[config.mk]
export PLATFORM = sky130hd
export DESIGN_NAME = uartTop
export DESIGN_NICKNAME = d
export VERILOG_FILES = /design/src/common/uartPkg.sv /design/src/verilog/baudGen.sv /design/src/verilog/uartRegs.sv /design/src/tx/uartTx.sv /design/src/rx/uartRx.sv /design/src/verilog/uartTop.sv
export SDC_FILE = /design/constraint.sdc
export NUM_CORES = 1
export LEC_CHECK = 0
export BUFFER_PORTS_ARGS = -buffer_cell sky130_fd_sc_hd__buf_2
export CAP_MARGIN = 0
export CORE_MARGIN = 8
export CORE_UTILIZATION = 65
export CTS_CLUSTER_DIAMETER = 100
export DETAILED_ROUTE_END_ITERATION = 7
export PLACE_DENSITY = 0.95
export SLEW_MARGIN = 20
export SYNTH_ARGS = -nofsm -noshare
export SYNTH_HDL_FRONTEND = slang
export SYNTH_SLANG_ARGS = --single-unit
[constraint.sdc]
create_clock -name clk_i -period 5.7 [get_ports clk_i]
set_input_delay 0.57 -clock clk_i [delete_from_list [all_inputs] [get_ports clk_i]]
set_output_delay 0.57 -clock clk_i [all_outputs]
set_load 0.05 [all_outputs]
[src/common/uartPkg.sv]
// register map, frame codes and reset values for the serial port
// plus the buffer word union and the shared parity rule
package uartPkg;

	// register addresses
	localparam logic [1:0] AdrTrb  = 2'd0;	// transmit / receive buffer
	localparam logic [1:0] AdrStat = 2'd1;
	localparam logic [1:0] AdrCmd  = 2'd2;
	localparam logic [1:0] AdrCtrl = 2'd3;

	localparam int DataW = 32;	// bus width
	localparam int DivW  = 24;	// baud divisor width

	// small divisor keeps bit times short
	localparam logic [DivW-1:0] DivReset = 24'd4;

	// parity control codes, cmd bits 7:5
	localparam logic [2:0] ParNone  = 3'b000;
	localparam logic [2:0] ParOdd   = 3'b001;
	localparam logic [2:0] ParEven  = 3'b011;
	localparam logic [2:0] ParMark  = 3'b101;	// forced one
	localparam logic [2:0] ParSpace = 3'b111;	// forced zero

	// status byte layout
	localparam int StatParBit     = 0;
	localparam int StatFrmBit     = 1;
	localparam int StatOvrBit     = 2;
	localparam int StatRxFullBit  = 3;
	localparam int StatTxEmptyBit = 4;
	localparam int StatIrqBit     = 7;

	// buffer write word, seen as a tx byte or as a new divisor
	typedef union packed {
		struct packed {
			logic [DataW-9:0] pad;
			logic [7:0]       txByte;
		} byteView;
		struct packed {
			logic [DataW-DivW-1:0] pad;
			logic [DivW-1:0]       divisor;
		} divView;
	} trbWord_u;

	// parity bit for the masked data of one frame
	function automatic logic parityBit(input logic [7:0] data, input logic [2:0] ctrl);
		logic bitOut;
		case (ctrl)
			ParOdd:   bitOut = ~^data;	// total ones odd
			ParEven:  bitOut = ^data;
			ParMark:  bitOut = 1'b1;
			ParSpace: bitOut = 1'b0;
			default:  bitOut = 1'b0;	// no parity bit sent
		endcase
		return bitOut;
	endfunction

endpackage

[src/verilog/baudGen.sv]
`timescale 1ns/1ps
// divisor counter giving the 16x baud tick
module baudGen (
	input  logic                     clk_i,
	input  logic                     rst_i,
	input  logic [uartPkg::DivW-1:0] divisor_i,
	output logic                     tick_o
);
	import uartPkg::*;

	logic [DivW-1:0] count;	// runs 1 .. divisor

	// one tick per divisor clocks
	always_ff @(posedge clk_i) begin
		if (rst_i) begin
			count  <= DivW'(1);
			tick_o <= 1'b0;
		end else if (count >= divisor_i) begin	// also catches a shrunk divisor
			count  <= DivW'(1);
			tick_o <= 1'b1;
		end else begin
			count  <= count + 1'b1;
			tick_o <= 1'b0;
		end
	end

endmodule

[src/verilog/uartRegs.sv]
`timescale 1ns/1ps
// bus ack, register file, read mux, rx status flags and irq
module uartRegs (
	input  logic                      clk_i,
	input  logic                      rst_i,
	input  logic                      cs_i,
	input  logic                      cyc_i,
	input  logic                      stb_i,
	input  logic                      we_i,
	input  logic [3:0]                sel_i,
	input  logic [1:0]                adr_i,
	input  logic [uartPkg::DataW-1:0] dat_i,
	output logic                      ack_o,
	output logic [uartPkg::DataW-1:0] dat_o,
	output logic                      irq_o,
	output logic [uartPkg::DivW-1:0]  divisor_o,
	output logic [7:0]                txData_o,
	output logic                      txLoad_o,
	output logic [1:0]                wordLen_o,
	output logic [2:0]                parityCtrl_o,
	output logic                      twoStop_o,
	output logic                      loopback_o,
	input  logic                      txEmpty_i,
	input  logic [7:0]                rxData_i,
	input  logic                      rxValid_i,
	input  logic                      parityErr_i,
	input  logic                      frameErr_i
);
	import uartPkg::*;

	logic             req;		// cs & cyc & stb
	logic             reqDone;	// acked, waiting for stb to drop
	logic             wrStb;
	logic             rdTrb;	// rx buffer read, clears rxFull
	logic             rxTake;	// byte accepted into rxBuf
	logic [DataW-1:0] cmdReg;
	logic [DataW-1:0] ctrlReg;
	logic [DataW-1:0] rdMux;
	logic             accessCD;
	logic             rxIe;
	logic             rxFull;
	logic             parErr;
	logic             frmErr;
	logic             ovrErr;
	logic [7:0]       rxBuf;
	logic [7:0]       statByte;
	trbWord_u         wrWord;

	assign req      = cs_i & cyc_i & stb_i;
	assign wrWord   = dat_i;
	assign accessCD = ctrlReg[DataW-1];
	assign wrStb    = ack_o & we_i;	// lands at the edge closing ack
	assign rdTrb    = ack_o & ~we_i & (adr_i == AdrTrb) & ~accessCD;
	assign rxTake   = rxValid_i & (~rxFull | rdTrb);

	// frame settings
	assign parityCtrl_o = cmdReg[7:5];
	assign loopback_o   = cmdReg[4];
	assign wordLen_o    = ctrlReg[6:5];	// 0=8 .. 3=5 bits
	assign twoStop_o    = ctrlReg[7];

	// ------------------------------------------------
	// bus handshake
	// ------------------------------------------------
	always_ff @(posedge clk_i) begin
		if (rst_i) begin
			ack_o   <= 1'b0;
			reqDone <= 1'b0;
		end else begin
			ack_o   <= req & ~ack_o & ~reqDone;	// single cycle ack
			reqDone <= req & (reqDone | ack_o);	// rearm once req drops
		end
	end

	always_comb begin
		statByte                 = '0;
		statByte[StatParBit]     = parErr;
		statByte[StatFrmBit]     = frmErr;
		statByte[StatOvrBit]     = ovrErr;
		statByte[StatRxFullBit]  = rxFull;
		statByte[StatTxEmptyBit] = txEmpty_i;
		statByte[StatIrqBit]     = irq_o;
	end

	always_comb begin
		case (adr_i)
			AdrTrb:  rdMux = accessCD ? DataW'(divisor_o) : DataW'(rxBuf);
			AdrStat: rdMux = DataW'(statByte);
			AdrCmd:  rdMux = cmdReg;
			AdrCtrl: rdMux = ctrlReg;
			default: rdMux = '0;
		endcase
	end

	// read data captured as ack rises, held through the ack cycle
	always_ff @(posedge clk_i) begin
		if (req & ~ack_o & ~reqDone)
			dat_o <= rdMux;
	end

	// ------------------------------------------------
	// control registers
	// ------------------------------------------------
	always_ff @(posedge clk_i) begin
		if (rst_i) begin
			cmdReg    <= '0;
			ctrlReg   <= '0;
			rxIe      <= 1'b0;
			divisor_o <= DivReset;
			txLoad_o  <= 1'b0;
		end else begin
			txLoad_o <= 1'b0;
			if (wrStb) begin
				case (adr_i)
					AdrTrb:
						if (accessCD) begin
							divisor_o          <= wrWord.divView.divisor;
							ctrlReg[DataW-1]   <= 1'b0;	// one shot divisor access
						end else if (txEmpty_i) begin
							txLoad_o <= 1'b1;	// dropped while tx busy
						end
					AdrCmd: begin
						for (int b = 0; b < 4; b++)
							if (sel_i[b])
								cmdReg[b*8 +: 8] <= dat_i[b*8 +: 8];
						if (sel_i[0])
							rxIe <= ~dat_i[1];	// bit stores the inverse
					end
					AdrCtrl:
						for (int b = 0; b < 4; b++)
							if (sel_i[b])
								ctrlReg[b*8 +: 8] <= dat_i[b*8 +: 8];
					default: ;
				endcase
			end
		end
	end

	// tx byte payload
	always_ff @(posedge clk_i) begin
		if (wrStb && adr_i == AdrTrb)
			txData_o <= wrWord.byteView.txByte;
	end

	// ------------------------------------------------
	// receive status and interrupt
	// ------------------------------------------------
	always_ff @(posedge clk_i) begin
		if (rst_i) begin
			rxFull <= 1'b0;
			parErr <= 1'b0;
			frmErr <= 1'b0;
			ovrErr <= 1'b0;
			irq_o  <= 1'b0;
		end else begin
			irq_o <= rxIe & rxFull;
			if (rxTake) begin
				rxFull <= 1'b1;
				parErr <= parErr | parityErr_i;
				frmErr <= frmErr | frameErr_i;
			end else if (rdTrb) begin
				rxFull <= 1'b0;
			end
			if (rxValid_i & rxFull & ~rdTrb)
				ovrErr <= 1'b1;	// new byte lost
			// status write clears the sticky errors
			if (wrStb && adr_i == AdrStat) begin
				parErr <= 1'b0;
				frmErr <= 1'b0;
				ovrErr <= 1'b0;
			end
		end
	end

	always_ff @(posedge clk_i) begin
		if (rxTake)
			rxBuf <= rxData_i;
	end

endmodule

[src/tx/uartTx.sv]
`timescale 1ns/1ps
// transmit holding register and frame serializer
module uartTx (
	input  logic       clk_i,
	input  logic       rst_i,
	input  logic       tick_i,
	input  logic [7:0] txData_i,
	input  logic       txLoad_i,
	input  logic [1:0] wordLen_i,
	input  logic [2:0] parityCtrl_i,
	input  logic       twoStop_i,
	output logic       txEmpty_o,
	output logic       txd_o
);
	import uartPkg::*;

	logic [7:0]  holdByte;
	logic [7:0]  dataMasked;
	logic        pending;	// byte waiting for a tick
	logic        active;	// frame on the line
	logic        parEn;
	logic        startFrame;
	logic        nextBit;
	logic [3:0]  tickCnt;	// 16 ticks per bit
	logic [3:0]  bitsLeft;
	logic [3:0]  dataBits;
	logic [3:0]  frameLen;
	logic [11:0] frame;		// start + 8 data + parity + 2 stop max
	logic [11:0] shiftReg;

	assign dataBits   = 4'd8 - {2'b00, wordLen_i};
	assign parEn      = parityCtrl_i != ParNone;
	assign dataMasked = holdByte & (8'hff >> wordLen_i);
	assign frameLen   = 4'd2 + dataBits + {3'b000, parEn} + {3'b000, twoStop_i};
	assign startFrame = tick_i & ~active & pending;
	assign nextBit    = tick_i & active & (tickCnt == 4'd15);
	assign txEmpty_o  = ~(pending | active);

	// ------------------------------------------------
	// frame image, lsb goes out first
	// ------------------------------------------------
	always_comb begin
		frame    = '1;	// stop bits and idle fill
		frame[0] = 1'b0;	// start bit
		for (int i = 0; i < 8; i++)
			if (i < dataBits)
				frame[i+1] = dataMasked[i];
		if (parEn)
			frame[dataBits+1] = parityBit(dataMasked, parityCtrl_i);
	end

	always_ff @(posedge clk_i) begin
		if (txLoad_i)
			holdByte <= txData_i;
	end

	always_ff @(posedge clk_i) begin
		if (startFrame)
			shiftReg <= frame;
		else if (nextBit)
			shiftReg <= {1'b1, shiftReg[11:1]};
	end

	// bit timing and line driver
	always_ff @(posedge clk_i) begin
		if (rst_i) begin
			pending  <= 1'b0;
			active   <= 1'b0;
			tickCnt  <= '0;
			bitsLeft <= '0;
			txd_o    <= 1'b1;	// line idles high
		end else begin
			if (txLoad_i)
				pending <= 1'b1;
			if (startFrame) begin
				pending  <= 1'b0;
				active   <= 1'b1;
				tickCnt  <= '0;
				bitsLeft <= frameLen - 4'd1;
				txd_o    <= frame[0];
			end else if (tick_i && active) begin
				tickCnt <= tickCnt + 4'd1;
				if (nextBit) begin
					if (bitsLeft == 4'd0) begin
						active <= 1'b0;	// last stop bit done
						txd_o  <= 1'b1;
					end else begin
						bitsLeft <= bitsLeft - 4'd1;
						txd_o    <= shiftReg[1];
					end
				end
			end
		end
	end

endmodule

[src/rx/uartRx.sv]
`timescale 1ns/1ps
// receive line sync, start detect, mid-bit sampler,
// deserializer with parity and stop checks
module uartRx (
	input  logic       clk_i,
	input  logic       rst_i,
	input  logic       tick_i,
	input  logic       rxd_i,
	input  logic [1:0] wordLen_i,
	input  logic [2:0] parityCtrl_i,
	input  logic       twoStop_i,
	output logic [7:0] rxData_o,
	output logic       rxValid_o,
	output logic       parityErr_o,
	output logic       frameErr_o
);
	import uartPkg::*;

	logic [1:0] syncReg;	// two flop synchronizer
	logic       rxLine;
	logic       busy;		// inside a frame
	logic       holdOff;	// second stop bit time
	logic       parEn;
	logic       parRx;
	logic       sampleNow;
	logic [3:0] tickCnt;
	logic [3:0] bitIdx;		// 0 = start bit
	logic [3:0] dataBits;
	logic [3:0] parIdx;
	logic [3:0] stopIdx;
	logic [7:0] shiftReg;
	logic [7:0] aligned;

	assign rxLine    = syncReg[1];
	assign dataBits  = 4'd8 - {2'b00, wordLen_i};
	assign parEn     = parityCtrl_i != ParNone;
	assign parIdx    = dataBits + 4'd1;
	assign stopIdx   = parIdx + {3'b000, parEn};
	assign sampleNow = tick_i & busy & (tickCnt == 4'd7);	// 8 ticks into the bit
	assign aligned   = shiftReg >> wordLen_i;	// data enters at the msb

	// ------------------------------------------------
	// frame sequencing
	// ------------------------------------------------
	always_ff @(posedge clk_i) begin
		if (rst_i) begin
			syncReg     <= 2'b11;
			busy        <= 1'b0;
			holdOff     <= 1'b0;
			tickCnt     <= '0;
			bitIdx      <= '0;
			rxValid_o   <= 1'b0;
			parityErr_o <= 1'b0;
			frameErr_o  <= 1'b0;
		end else begin
			syncReg     <= {syncReg[0], rxd_i};
			rxValid_o   <= 1'b0;
			parityErr_o <= 1'b0;
			frameErr_o  <= 1'b0;
			if (tick_i && (busy || holdOff))
				tickCnt <= tickCnt + 4'd1;
			// the tick seeing the line low is tick 0 of the start bit
			if (tick_i && !busy && !holdOff && !rxLine) begin
				busy    <= 1'b1;
				tickCnt <= '0;
				bitIdx  <= '0;
			end
			if (sampleNow) begin
				bitIdx <= bitIdx + 4'd1;
				if (bitIdx == 4'd0 && rxLine)
					busy <= 1'b0;	// glitch, not a start bit
				if (bitIdx == stopIdx) begin
					busy        <= 1'b0;
					holdOff     <= twoStop_i;
					rxValid_o   <= 1'b1;
					parityErr_o <= parEn & (parRx != parityBit(aligned, parityCtrl_i));
					frameErr_o  <= ~rxLine;	// first stop must be high
				end
			end
			if (holdOff && tick_i && tickCnt == 4'd7)
				holdOff <= 1'b0;	// mid second stop, ready again
		end
	end

	// data path
	always_ff @(posedge clk_i) begin
		if (sampleNow) begin
			if (bitIdx >= 4'd1 && bitIdx <= dataBits)
				shiftReg <= {rxLine, shiftReg[7:1]};
			if (parEn && bitIdx == parIdx)
				parRx <= rxLine;
			if (bitIdx == stopIdx)
				rxData_o <= aligned;
		end
	end

endmodule

[src/verilog/uartTop.sv]
`timescale 1ns/1ps
// serial port top: registers, baud generator, tx, rx, loopback
module uartTop (
	input  logic        clk_i,
	input  logic        rst_i,
	input  logic        cs_i,
	input  logic        cyc_i,
	input  logic        stb_i,
	input  logic        we_i,
	input  logic [3:0]  sel_i,
	input  logic [1:0]  adr_i,
	input  logic [31:0] dat_i,
	output logic        ack_o,
	output logic [31:0] dat_o,
	output logic        irq_o,
	input  logic        rxd_i,
	output logic        txd_o
);
	import uartPkg::*;

	logic [DivW-1:0] divisor;
	logic            tick;		// 16x baud
	logic [7:0]      txData;
	logic            txLoad;
	logic            txEmpty;
	logic            txLine;	// serializer output
	logic            rxLine;	// line into the receiver
	logic [7:0]      rxData;
	logic            rxValid;
	logic            parityErr;
	logic            frameErr;
	logic [1:0]      wordLen;
	logic [2:0]      parityCtrl;
	logic            twoStop;
	logic            loopback;

	// loopback turns tx back into rx, pin idles high
	assign rxLine = loopback ? txLine : rxd_i;
	assign txd_o  = loopback ? 1'b1 : txLine;

	uartRegs uartRegs_i (
		.clk_i(clk_i), .rst_i(rst_i), .cs_i(cs_i), .cyc_i(cyc_i), .stb_i(stb_i),
		.we_i(we_i), .sel_i(sel_i), .adr_i(adr_i), .dat_i(dat_i),
		.ack_o(ack_o), .dat_o(dat_o), .irq_o(irq_o),
		.divisor_o(divisor), .txData_o(txData), .txLoad_o(txLoad),
		.wordLen_o(wordLen), .parityCtrl_o(parityCtrl), .twoStop_o(twoStop),
		.loopback_o(loopback), .txEmpty_i(txEmpty), .rxData_i(rxData),
		.rxValid_i(rxValid), .parityErr_i(parityErr), .frameErr_i(frameErr)
	);

	baudGen baudGen_i (.clk_i(clk_i), .rst_i(rst_i), .divisor_i(divisor), .tick_o(tick));

	uartTx uartTx_i (
		.clk_i(clk_i), .rst_i(rst_i), .tick_i(tick), .txData_i(txData), .txLoad_i(txLoad),
		.wordLen_i(wordLen), .parityCtrl_i(parityCtrl), .twoStop_i(twoStop),
		.txEmpty_o(txEmpty), .txd_o(txLine)
	);

	uartRx uartRx_i (
		.clk_i(clk_i), .rst_i(rst_i), .tick_i(tick), .rxd_i(rxLine),
		.wordLen_i(wordLen), .parityCtrl_i(parityCtrl), .twoStop_i(twoStop),
		.rxData_o(rxData), .rxValid_o(rxValid),
		.parityErr_o(parityErr), .frameErr_o(frameErr)
	);

endmodule

## After elaboration in Yosys (flattened, before gate mapping)

Index checks and enable logic that the tools add are counted.

| word-level totals | value |
|---|---|
| output and inout bits | 35 |
| bits in registers | 233 |

| operators by class | value |
|---|---|
| shift-type cells | 2 |
| add/sub/neg operators | 13 |
| multiplexer cells | 49 |
| order comparisons | 13 |
| reductions and logical operators | 55 |
| bitwise gates (word level) | 40 |
| equal/unequal tests | 13 |

Operators with widths:

| operator | number |
|---|---|
| 32-bit one-hot mux with 4 select lines | 1 |
| 12-bit 2-to-1 mux | 3 |
| 3-bit AND reduction | 12 |
| 32-bit by 1-bit greater-or-equal comparator with 1-bit output (second input constant) | 1 |
| 32-bit by 5-bit less-than comparator with 1-bit output (second input constant) | 1 |
| 1-bit 2-to-1 mux | 32 |
| 24-bit by 1-bit adder with 24-bit output (second input constant) | 1 |
| 24-bit greater-or-equal comparator | 1 |
| 24-bit 2-to-1 mux | 1 |
| 4-bit 2-to-1 mux | 6 |
| 1-bit AND | 20 |
| 4-bit by 1-bit adder with 4-bit output (second input constant) | 4 |
| 3-bit by 4-bit less-than comparator with 1-bit output (first input constant) | 4 |
| 8-bit XNOR reduction | 2 |
| 8-bit XOR reduction | 2 |
| 1-bit inverter | 14 |
| 1-bit logical AND | 13 |
| 4-bit by 1-bit adder with 4-bit output | 3 |
| 12-bit bitwise mux | 1 |
| 2-bit nonzero test | 6 |
| 2-bit OR reduction | 6 |
| 8-bit AND | 1 |
| 4-bit equality test | 2 |
| 4-bit zero test | 2 |
| 32 further kinds | 46 |

## Logic depth before layout (Yosys ltp)

Gate-level depths: netlist (run 1).

| depth | value |
|---|---|
| depth in word-level cells | 9 |
| gate-level depth with buffers | 13 |
| gate-level depth less buffers | 11 |

## Modules after synthesis

From an unflattened synthesis (run 1), not the netlist that was laid out.

| second synthesis, totals | value |
|---|---|
| cell total of the unflattened synthesis | 1100 |
| area total of the unflattened synthesis | 11659.9 um^2 |

By module, submodules not included:

| module | cells each | seq. area each (um^2) | times used | area each (um^2) |
|---|---|---|---|---|
| uartRegs | 543 | 3383.2 | 1 | 6328.6 |
| uartRx | 173 | 810.8 | 1 | 1815.5 |
| uartTx | 185 | 790.8 | 1 | 1764.2 |
| baudGen | 197 | 500.5 | 1 | 1730.4 |
| uartTop | 2 | 0.0 | 1 | 21.3 |

## Worst setup path before layout (run 1)

No wires, ideal clock.

| timing | value |
|---|---|
| path type | in2reg |
| start point | input stb_i |
| end point | register uartRegs_i.dat_o[0] (netlist name) (enable) |
| stages on the path | 2 |
| path buffers | 0 |
| data required time | 5.239 ns |
| setup time | 0.461 ns |
| setup slack | 2.353 ns |
| data arrival time | 2.886 ns |
| path through | nand3_1 nor3_1 |

| between the ends | value |
|---|---|
| cells in the longest elaborated chain, start to end | 3 |

Ends and longest elaborated chain:

| element | line | source |
|---|---|---|
| from (decl) | uartTop.sv:8 | `input logic stb_i,` |
| 1-bit AND | uartRegs.sv:49 | `assign req = cs_i & cyc_i & stb_i;` |
| 1-bit AND (2 in a row) | uartRegs.sv:97 | `if (req & ~ack_o & ~reqDone)` |
| to (signal assigned) | uartRegs.sv:98 | `dat_o <= rdMux;` |
| to (decl) | uartRegs.sv:14 | `output logic [uartPkg::DataW-1:0] dat_o,` |

Every way passes these cells.
A chain may end at the register's enable or synchronous reset.

## Final worst setup path (run 1)

| timing | value |
|---|---|
| start point | register uartRegs_i.ctrlReg[5] |
| end point | register uartRx_i.parityErr_o |

| between the ends | value |
|---|---|
| cells in the longest elaborated chain, start to end | 8 |
| elaborated cells between the ends (all ways) | 15 |

Ends and longest elaborated chain:

| element | line | source |
|---|---|---|
| from (decl) | uartRegs.sv:37 | `logic [DataW-1:0] ctrlReg;` |
| from (signal, indexed assignment) | uartRegs.sv:132 | `ctrlReg[b*8 +: 8] <= dat_i[b*8 +: 8];` |
| parallel branches: the longest is 8 deep, another holds 4-bit by 2-bit subtractor with 4-bit output | -- |  |
| to (signal assigned) | uartRx.sv:76 | `parityErr_o <= parEn & (parRx != parityBit(aligned, parityCtrl_i));` |
| to (decl) | uartRx.sv:14 | `output logic parityErr_o,` |

Several ways; the timed one is not identified. The select of a mux whose other input is x is not followed.

==> impl_results.md, run 1 <==
- CTS clk-pin slew, worst paths: about 0.06 ns
- Peak supply drop: 0.2358 mV
- TritonCTS Buffers: 25
- Final number of hold-violating endpoints: 0
- CP max FO: 22
- Synthesized flop and latch total: 232
- Die H: 144.5 µm
- DR vias: ~9100
- Fill cells: 1013
- Slew HR: 31.70%
- CTS tree: built
- Hpwl dp: approximately 18000 µm
- Cells after Synth: 1099
- Synth Warn #: 0
- Cell area after synthesis: ~11000 µm²
- Rows: 47
- GPL Wtd Cong: ~0.91
- Kind of critical path: reg -> reg
- Max_cap viols: 0
- CP arrival: 4.22 ns
- Total congestion overflow: 0
- Post-cts hold buffer count: 0
- Final Max Slew Viols: 0
- Clk sinks: roughly 230
- Min-Delay Path Class: in -> reg
- Max Fclk: 268.1 MHz
- Largest net degree at the start of global routing: 110
- CTS resizes: 0
- CP required: between 6 and 7 ns
- GRT Total Usage: ~28%
- CP most frequent cell: ha_1
- CTS root buf: clkbuf_16
- Ports: 80
- Number of global-route vias before repair: about 8900
- Routed vias/inst: roughly 6.5
- Drt wl/cell: between 20 and 25 µm
- Critical-path top delay cell: dfxtp_1
- Endpoints failing setup: 0
- Critical Path, Cell by Cell: inv_2, ha_1, xor2_1, ha_1, xnor2_1, nand3_1, nor3_2, nand2_1, inv_1, o2111a_1
- Initial DRT Pass Iterations: 6
- Clock Skew: 0.01951 ns
- Critical path endpoint category: flop
- Share of cells above drive strength 1: between 10% and 20%
- Netlist cell types: 60
- CTS Buffer Depth: 3
- Post-synth EDFFs: 84
- Worst R2R Path Depth: 10
- Final Cycle Share: between 60% and 70%
- Tmin final: 3.731 ns
- Initial antenna violation count: 1
- Setup WS post-layout: slightly below 2 ns
- Port bufs: between 70 and 80
- Syn Nets: around 1200
- Status: finished, final reports clean
- Wire length of the first global-routing pass: ~46000 µm
- Total wire length: between 20000 and 30000 µm
- ANT cells: 0
- Ys async rst share: 0%
- Horiz. Die Dim: 144.5 µm
- Dpl ws: about 2.0 ns
- Ys flop type: dfxtp_1
- H-tree depth: 1
- Final setup TNS: 0 ns
- Area of the core: 16350 µm²
- Pleak: between 4 and 5 nW
- Initial Util: 65.67%
- Postcts setup bufs: 0
- Net count, final: roughly 1300
- Worst path max stage delay: just under 0.9 ns
- P&R area growth vs syn: 13.11%
- Hold Crit Depth: 3
- Register area share after synthesis: approximately half
- Syn_area_per_cell: around 9.8 µm²
- RSZ-0062 raised after global routing: no
- Detailed-route DRC error count: 0
- Clk Latency, worst-skew pair: roughly 0.55 ns
- Power density cells: slightly above 300 nW/µm²
- Type of origin of the critical path: flop
- Slew @ Worst Pin: ~1 ns
- Die area: about 21000 µm²
- Starting DRT DRC Count: approximately 1100
- DRT antenna net count: 0
## layout by cell type (no fill, tap or decap), types with 9 or more instances in the layout
cell / Yosys / final
a21oi_1: 122 / 122
a22o_1: 16 / 16
buf_2: 4 / 78
buf_4: 0 / 9
clkbuf_16: 0 / 25
dfxtp_1: 148 / 148
edfxtp_1: 84 / 84
ha_1: 49 / 49
inv_1: 43 / 43
mux2_2: 23 / 23
mux2i_1: 26 / 26
nand2_1: 151 / 151
nand3_1: 89 / 89
nand4_1: 14 / 14
nor2_1: 71 / 70
nor2b_1: 17 / 17
nor3_1: 15 / 12
o21ai_0: 13 / 13
xnor2_1: 22 / 22
xor2_1: 29 / 29
## report_power, final
group          leakage (nW)  switching, mW  total [mW]  internal [mW]
clock                 0.432          0.682        1.71           1.03
combinational          2.04          0.140       0.204         0.0643
sequential             1.95         0.0247        1.75           1.73
## synthesized netlist by cell type, drive strengths merged, types with 2 or more instances
cell    number  share of area (%)
a211oi       4               0.28
mux2        23                2.4
a21o         8               0.56
edfxtp      84                 23
nor3b        2               0.19
a41oi        3               0.24
xor2        29                2.4
mux2i       26                2.4
mux4         7                1.5
inv         45                1.6
a22o        16                1.3
or3b         2               0.16
a22oi        2               0.14
dfxtp      148                 28
and4         3               0.24
and2         7               0.41
o21a         8               0.56
nor2        71                2.5
nor3        16               0.79
ha          49                5.7
nand2b       5               0.29
o21ai       19               0.89
o22ai        4               0.23
nand3       89                4.1
clkbuf      49                1.7
nor2b       17               0.99
nand4       14               0.82
nor4         4               0.23
a21boi       2               0.14
or3          4               0.23
buf          9               0.43
a21oi      122                5.7
or2          4               0.23
o211ai       5               0.35
xnor2       22                1.8
and3         7               0.41
a31oi        5               0.29
nand2      151                5.3
## cells by family after synthesis
kind of cell,after synthesis,synth area share (%)
muxes,56,6.305
DFF,232,51.09
xor gates and xnor gates,52,4.370
and+or+nand+nor,401,17.32
adders and majority gates,50,5.897
buffers and inverters,103,3.717
AOI/OAI and AO/OA,205,11.30
## flip-flops by register name, indices dropped and copies added (netlist names), 2 cells and up
register / cells
uartRegs_i.rxBuf: 8
uartRx_i.tickCnt: 4
uartRx_i.syncReg: 2
uartTx_i.bitsLeft: 4
uartRegs_i.ctrlReg: 32
uartRx_i.bitIdx: 4
uartRx_i.shiftReg: 8
baudGen_i.count: 24
uartRegs_i.divisor_o: 24
uartTx_i.shiftReg: 11
uartRegs_i.cmdReg: 32
uartTx_i.holdByte: 8
uartTx_i.tickCnt: 4
uartRx_i.rxData_o: 8
uartRegs_i.txData_o: 8
uartRegs_i.dat_o: 32
## worst paths after layout
path / startpoint / endpoint / slack (ns)
setup / recovery: uartRegs_i.ctrlReg[5]$_SDFFE_PP0P_ / uartRx_i.parityErr_o$_SDFF_PP0_ / 1.97
hold / removal: rxd_i / uartRx_i.syncReg[0]$_SDFF_PP1_ / 0.29
setup reg to reg: uartRegs_i.ctrlReg[5]$_SDFFE_PP0P_ / uartRx_i.parityErr_o$_SDFF_PP0_ / 1.97
hold reg to reg: uartRx_i.rxData_o[3]$_DFFE_PP_ / uartRegs_i.rxBuf[3]$_DFFE_PP_ / 0.42
## through the flow
step | std cells | instance area, µm² | hold WS, ns | power [mW] | util (%)
final | 1395 | 12140 | 0.2887 | 3.665 | 74.28
after floorplan | 1099 | 10740 | 0.3895 | 1.911 | -
after global placement | 1349 | 11270 | 0.3931 | 1.977 | 68.95
after CTS | 1395 | 12130 | 0.2796 | 3.655 | 74.22
after detailed placement | 1349 | 11280 | 0.3989 | 1.986 | 68.98
after global routing | 1395 | 12140 | 0.2870 | 3.735 | 74.28
## final cells by class
| type | instances | area [µm²] | share of cell area, % |
|---|---|---|---|
| Clock buffer | 31 | 678.2 | 5.584 |
| Clock inverter | 15 | 178.9 | 1.473 |
| Inverter | 45 | 168.9 | 1.391 |
| Multi-Input combinational cell | 764 | 4888 | 40.25 |
| Sequential cell | 232 | 5485 | 45.17 |
| Tap cell | 220 | 275.3 | 2.267 |
| Timing Repair Buffer | 88 | 469.2 | 3.864 |
## critical path: cells and delay by family (launching register included)
family          cells  cell delay (ns)
flops               1             0.89
compound gates      1             0.18
buf+inv             2             0.38
xor+xnor            2             0.47
fa+ha+maj           2             0.73
simple gates        3             1.04
## layer usage
layer	routed length, µm	global-route usage [%]	vias up
met2	13490	45.39	641
li1	-	-	3991
met4	1710	16.16	2
met5	14	0	-
met1	10520	33.48	4262
met3	2983	5.579	159
Power figures use the tool's default switching activity.
==> run 2: changes to the inputs <==
--- a/config.mk
+++ b/config.mk
@@ -8,10 +8,10 @@
 export BUFFER_PORTS_ARGS = -buffer_cell sky130_fd_sc_hd__buf_2
 export CAP_MARGIN = 0
 export CORE_MARGIN = 8
-export CORE_UTILIZATION = 65
+export CORE_UTILIZATION = 60
 export CTS_CLUSTER_DIAMETER = 100
 export DETAILED_ROUTE_END_ITERATION = 7
-export PLACE_DENSITY = 0.95
+export PLACE_DENSITY = 0.9
 export SLEW_MARGIN = 20
 export SYNTH_ARGS = -nofsm -noshare
 export SYNTH_HDL_FRONTEND = slang
==> constraint.sdc (replaced) <==
create_clock -name clk_i -period 3.7 [get_ports clk_i]
set_input_delay 0.37 -clock clk_i [delete_from_list [all_inputs] [get_ports clk_i]]
set_output_delay 0.37 -clock clk_i [all_outputs]
set_load 0.05 [all_outputs]
==> impl_results.md, run 2 (synthesis results as in run 1) <==
- Largest net degree at the start of global routing: 110 (unchanged)
- CP delay by family, top: simple AND/OR/NAND/NOR gates (unchanged)
- Tmin final: 2.793 ns (was 3.731 ns)
- Cells after DPL: 1364 (was 1349)
- Post-cts hold buffer count: 0 (unchanged)
- Fill cells: 1266 (was 1013)
- Number of global-route vias before repair: 8305 (was 8863)
- Clk sinks: 232 (unchanged)
- Dpl ws: 0.5990 ns (was 2.032 ns)
- CTS Buffer Depth: 3 (unchanged)
- Wire length of the first global-routing pass: 41780 µm (was 45750 µm)
- Critical-path top delay cell: nand3_1 (was dfxtp_1)
- Final Cycle Share: 75.48% (was 65.45%)
- Kind of critical path: reg -> reg (unchanged)
- Final instance area: 12070 µm² (was 12140 µm²)
- Share of cells above drive strength 1: 14.27% (was 14.81%)
- R2R Setup Slk: 0.91 ns (was 1.97 ns)
- Total congestion overflow: 0 (unchanged)
- Hpwl dp: 17830 µm (was 17730 µm)
- Final setup TNS: 0 ns (unchanged)
- CTS resizes: 0 (unchanged)
- TritonCTS Buffers: 24 (was 25)
- CTS tree: built (unchanged)
- Top Registers: uartRegs_i.cmdReg (32), uartRegs_i.ctrlReg (32), uartRegs_i.dat_o (32) (unchanged)
- Endpoints failing setup: 0 (unchanged)
- Clock Skew: 0.009042 ns (was 0.01951 ns)
- Status: finished, final reports clean (unchanged)
- Peak supply drop: 0.4642 mV (was 0.2358 mV)
- Initial Util: 60.39% (was 65.67%)
- Min-Delay Path Class: in -> reg (unchanged)
- Critical path depth in cells: 10 (unchanged)
- CTS clk-pin slew, worst paths: 0.06 ns (about the same)
- Slew HR: 37.33% (was 31.70%)
- CP max FO: 21 (was 22)
- CP startpoint: uartRegs_i.ctrlReg[6]$_SDFFE_PP0P_ (was uartRegs_i.ctrlReg[5]$_SDFFE_PP0P_)
- CP most frequent cell: xnor2_1 (was ha_1)
- Die area: 22430 µm² (was 20890 µm²)
- Total wire length: 26870 µm (was 28730 µm)
- Area of the core: 17780 µm² (was 16350 µm²)
- Net count, final: 1256 (was 1251)
- DP Area: 11330 µm² (was 11280 µm²)
- P&R area growth vs syn: 12.38% (was 13.11%)
- Final number of hold-violating endpoints: 0 (unchanged)
- Worst path max stage delay: 0.41 ns (was 0.89 ns)
- Ports: 80 (unchanged)
- H-tree depth: 1 (unchanged)
- Commonest non-fill, non-tap cell in the layout: nand2_1 (unchanged)
- Rows: 49 (was 47)
- Initial antenna violation count: 1 (unchanged)
- Postcts setup bufs: 0 (unchanged)
- Critical path endpoint category: flop (unchanged)
- Initial DRT Pass Iterations: 5 (was 6)
- Worst r2r src: uartRegs_i.ctrlReg[6]$_SDFFE_PP0P_ (was uartRegs_i.ctrlReg[5]$_SDFFE_PP0P_)
- Clk Latency, worst-skew pair: 0.52 ns (was 0.55 ns)
- Max Fclk: 358.1 MHz (was 268.1 MHz)
- Slew @ Worst Pin: 0.9381 ns (was 1.016 ns)
- Worst reg2reg path endpoint: uartTx_i.shiftReg[7]$_DFFE_PP_ (was uartRx_i.parityErr_o$_SDFF_PP0_)
- Port bufs: 79 (unchanged)
- GRT Total Usage: 22.98% (was 27.74%)
- Power density cells: 436.4 nW/µm² (was 301.8 nW/µm²)
- Hold WS: 0.1221 ns (was 0.2887 ns)
- Max_cap viols: 0 (unchanged)
- Starting DRT DRC Count: 708 (was 1108)
- Critical Path, Cell by Cell: buf_4, ha_1, nor2b_1, xnor2_1, xnor2_1, xnor2_1, or3_1, nand3_1, a311oi_1, a21o_1 (was inv_2, ha_1, xor2_1, ha_1, xnor2_1, nand3_1, nor3_2, nand2_1, inv_1, o2111a_1)
- GPL Wtd Cong: 0.8636 (was 0.9129)
- Final std cells w/o fill: 1407 (was 1395)
- Detailed-route DRC error count: 0 (unchanged)
- Critical Path Sink: uartTx_i.shiftReg[7]$_DFFE_PP_ (was uartRx_i.parityErr_o$_SDFF_PP0_)
- Horiz. Die Dim: 149.8 µm (was 144.5 µm)
- CP required: 3.97 ns (was 6.19 ns)
- Pleak: 4.374 nW (was 4.424 nW)
- Final Max Slew Viols: 0 (unchanged)
- Type of origin of the critical path: flop (unchanged)
- DRT antenna net count: 0 (unchanged)
- CTS root buf: clkbuf_16 (unchanged)
- Worst R2R Path Depth: 10 (unchanged)
- WP buf/inv: 1 (was 2)
- Setup WS post-layout: 0.9073 ns (was 1.969 ns)
- CP arrival: 3.06 ns (was 4.22 ns)
- Most frequent cells in the layout: nand2_1 (151), dfxtp_1 (148), a21oi_1 (122) (unchanged)
- Drt wl/cell: 19.10 µm (was 20.59 µm)
- Routed vias/inst: 6.119 (was 6.491)
- Die H: 149.8 µm (was 144.5 µm)
- DR vias: 8610 (was 9055)
- RSZ-0062 raised after global routing: no (unchanged)
[run 2: cell types whose count changed in the layout (fill, tap and decap cells not counted), sizes merged]
cell / change
clkbuf: +4
buf: +6
diode: +1
clkinv: -2
inv: -2
bufinv: -4
[run 2: power breakdown]
part           leakage, nW  internal (mW)  switching (mW)
clock                0.354           1.29           0.956
combinational         2.07          0.104           0.214
sequential            1.95           2.66          0.0386
total                 4.37           4.06            1.21
[run 2: worst min path at each step]
stage,to,slack [ns],depth (start not counted),start
after detailed placement,uartRx_i.syncReg[1]$_SDFF_PP1_,0.39,1,uartRx_i.syncReg[0]$_SDFF_PP1_
after global routing,uartRegs_i.txData_o[3]$_DFFE_PP_,0.10,1,dat_i[3]
after floorplan,uartRx_i.syncReg[1]$_SDFF_PP1_,0.39,1,uartRx_i.syncReg[0]$_SDFF_PP1_
after global placement,uartRx_i.syncReg[1]$_SDFF_PP1_,0.39,1,uartRx_i.syncReg[0]$_SDFF_PP1_
final,uartRegs_i.ctrlReg[25]$_SDFFE_PP0P_,0.12,3,dat_i[25]
after CTS,uartRegs_i.cmdReg[25]$_SDFFE_PP0P_,0.10,3,dat_i[25]
[run 2: through the flow]
stage               power (mW)  utilization (%)
finish                   5.266            67.86
global route             5.419            67.85
detailed placement       3.063            63.72
floorplan                2.944                -
CTS                      5.282            67.80
global placement         3.053            63.72
[run 2: routing by layer]
metal / global-route usage [%] / vias to the layer above / part of all wire, %
li1: - / 4008 / -
met1: 28.53 / 4062 / 39
met2: 37.64 / 445 / 48
met3: 4.657 / 95 / 8.6
met4: 11.29 / 0 / 4.6
met5: 0 / - / 0
[run 2: worst reg2reg max path, stage by stage (launching register included)]
cell	delay (ns)
dfxtp_1	0.35
buf_4	0.28
ha_1	0.26
nor2b_1	0.08
xnor2_1	0.20
xnor2_1	0.16
xnor2_1	0.10
or3_1	0.31
nand3_1	0.41
a311oi_1	0.19
a21o_1	0.21
[run 2: area by class of cell]
| class | count | area (µm²) | share of cell area [%] |
|---|---|---|---|
| Clock buffer | 35 | 693.2 | 5.745 |
| Clock inverter | 7 | 32.53 | 0.2696 |
| Timing Repair Buffer | 94 | 514.2 | 4.262 |
| Sequential cell | 232 | 5485 | 45.46 |
| Inverter | 45 | 168.9 | 1.400 |
| Antenna cell | 1 | 2.502 | 0.02074 |
| Tap cell | 229 | 286.5 | 2.375 |
| Multi-Input combinational cell | 764 | 4882 | 40.46 |
==> run 3: changes to the inputs <==
==> constraint.sdc (replaced) <==
create_clock -name clk_i -period 2.9 [get_ports clk_i]
set_input_delay 0.29 -clock clk_i [delete_from_list [all_inputs] [get_ports clk_i]]
set_output_delay 0.29 -clock clk_i [all_outputs]
set_load 0.05 [all_outputs]
==> impl_results.md, run 3 (synthesis results as in run 1) <==
- Tmin final: 2.624 ns (was 2.793 ns)
- Net count, final: 1264 (was 1256)
- Kind of critical path: reg -> reg (unchanged)
- Power density cells: 588.7 nW/µm² (was 436.4 nW/µm²)
- Fill cells: 1210 (was 1266)
- Critical Path, Cell by Cell: inv_2, buf_4, ha_1, xnor2_1, xnor2_1, xor2_1, nor3_2, buf_4, nand2_1, inv_1, o2111a_1 (was buf_4, ha_1, nor2b_1, xnor2_1, xnor2_1, xnor2_1, or3_1, nand3_1, a311oi_1, a21o_1)
- Final setup TNS: 0 ns (unchanged)
- Slew @ Worst Pin: 0.9045 ns (was 0.9381 ns)
- Port bufs: 79 (unchanged)
- Share of cells above drive strength 1: 15.33% (was 14.27%)
- DRT antenna net count: 0 (unchanged)
- Wire length of the first global-routing pass: 44410 µm (was 41780 µm)
- CP startpoint: uartRegs_i.ctrlReg[6]$_SDFFE_PP0P_ (unchanged)
- CTS root buf: clkbuf_16 (unchanged)
- Final instance area: 12270 µm² (was 12070 µm²)
- Area of the core: 17780 µm² (unchanged)
- CTS tree: built (unchanged)
- Final Cycle Share: 90.48% (was 75.48%)
- Final Max Slew Viols: 0 (unchanged)
- Max Fclk: 381.1 MHz (was 358.1 MHz)
- Multi-input gate area: 4883 µm² (was 4882 µm²)
- Rows: 49 (unchanged)
- Clk Latency, worst-skew pair: 0.52 ns (about the same)
- WP buf/inv: 4 (was 1)
- Hpwl dp: 17890 µm (was 17830 µm)
- DP Area: 11400 µm² (was 11330 µm²)
- Worst r2r src: uartRegs_i.ctrlReg[6]$_SDFFE_PP0P_ (unchanged)
- Number of global-route vias before repair: 8788 (was 8305)
- Pleak: 4.477 nW (was 4.374 nW)
- Ports: 80 (unchanged)
- Horiz. Die Dim: 149.8 µm (unchanged)
- Dpl ws: 0.3351 ns (was 0.5990 ns)
- Die H: 149.8 µm (unchanged)
- CP max FO: 11 (was 21)
- Total congestion overflow: 0 (unchanged)
- CTS Buffer Depth: 3 (unchanged)
- Postcts setup bufs: 0 (unchanged)
- RSZ-0062 raised after global routing: no (unchanged)
- Peak supply drop: 0.6677 mV (was 0.4642 mV)
- P&R area growth vs syn: 14.32% (was 12.38%)
- GPL Wtd Cong: 0.8890 (was 0.8636)
- Clock Skew: 0.009639 ns (was 0.009042 ns)
- Register Area: 5485 µm² (unchanged)
- Fin util: 69.04% (was 67.86%)
- Post-cts hold buffer count: 0 (unchanged)
- Starting DRT DRC Count: 799 (was 708)
- DR vias: 8716 (was 8610)
- Most frequent cells in the layout: nand2_1 (151), dfxtp_1 (148), a21oi_1 (122) (unchanged)
- TritonCTS Buffers: 25 (was 24)
- CP required: 3.36 ns (was 3.97 ns)
- CTS clk-pin slew, worst paths: 0.06 ns (about the same)
- Critical-path top delay cell: dfxtp_1 (was nand3_1)
- Commonest non-fill, non-tap cell in the layout: nand2_1 (unchanged)
- Max_cap viols: 0 (unchanged)
- CP delay by family, top: XOR/XNOR gates (was simple AND/OR/NAND/NOR gates)
- Total wire length: 27590 µm (was 26870 µm)
- Die area: 22430 µm² (unchanged)
- Initial antenna violation count: 0 (was 1)
- Status: finished, final reports clean (unchanged)
- Worst path max stage delay: 0.53 ns (was 0.41 ns)
- Routed vias/inst: 6.147 (was 6.119)
- Cells after DPL: 1371 (was 1364)
- Endpoints failing setup: 0 (unchanged)
- H-tree depth: 1 (unchanged)
- Final number of hold-violating endpoints: 0 (unchanged)
- Initial DRT Pass Iterations: 8 (was 5)
- Min-Delay Path Class: in -> reg (unchanged)
- GRT Total Usage: 24.44% (was 22.98%)
- Drt wl/cell: 19.46 µm (was 19.10 µm)
- CTS resizes: 0 (unchanged)
- Final std cells w/o fill: 1418 (was 1407)
- Detailed-route DRC error count: 0 (unchanged)
- Top Registers: uartRegs_i.cmdReg (32), uartRegs_i.ctrlReg (32), uartRegs_i.dat_o (32) (unchanged)
- Slew HR: 39.70% (was 37.33%)
- Overall power: 7.226 mW (was 5.266 mW)
- CP arrival: 3.08 ns (was 3.06 ns)
- Initial Util: 60.39% (unchanged)
- Hold Path Origin: dat_i[24] (was dat_i[25])
- Type of origin of the critical path: flop (unchanged)
- Clk sinks: 232 (unchanged)
- Hold WS: 0.02891 ns (was 0.1221 ns)
- Largest net degree at the start of global routing: 83 (was 110)
- Critical path endpoint category: flop (unchanged)
- Setup WS post-layout: 0.2760 ns (was 0.9073 ns)
[run 3: changes by cell type in the layout (fill, tap and decap cells not counted), sizes merged]
cell	previous run	this run
bufinv	0	5
inv	45	46
clkinv	7	8
diode	1	2
buf	94	101
clkbuf	35	31
[run 3: final cells by class]
cell class	count	share of cell area [%]
multi-input combinational	764	39.79
tap	229	2.334
antenna	2	0.04077
clock inverter	14	1.631
inverter	45	1.376
timing repair buffer	101	4.689
sequential	232	44.69
clock buffer	31	5.454
[run 3: power by group]
group          leakage (nW)  internal (mW)  switching (mW)  total (mW)
registers              1.95           3.40          0.0516        3.45
logic                  2.10          0.132           0.272       0.404
clock network         0.428           2.08            1.29        3.37
[run 3: path summary, 6_finish.rpt]
| check | to | slack, ns | depth (start not counted) |
|---|---|---|---|
| worst min register to register | uartRegs_i.rxBuf[4]$_DFFE_PP_ | 0.42 | 0 |
| worst max-delay path | uartRx_i.parityErr_o$_SDFF_PP0_ | 0.28 | 11 |
| worst min-delay path | uartRegs_i.ctrlReg[24]$_SDFFE_PP0P_ | 0.03 | 3 |
| worst max register to register | uartRx_i.parityErr_o$_SDFF_PP0_ | 0.28 | 11 |
[run 3: worst reg2reg max path, cell delays in order (launching register included)]
cell and delay (ns):
dfxtp_1 0.53, inv_2 0.07, buf_4 0.18, ha_1 0.23
xnor2_1 0.44, xnor2_1 0.18, xor2_1 0.20, nor3_2 0.15
buf_4 0.22, nand2_1 0.09, inv_1 0.10, o2111a_1 0.18
[run 3: routing by layer]
metal	global-route usage (%)	wire [µm]	vias up
met4	11.69	1142	0
met5	0	0	-
li1	-	-	4010
met2	41.24	13360	444
met1	29.79	10650	4159
met3	4.385	2441	103
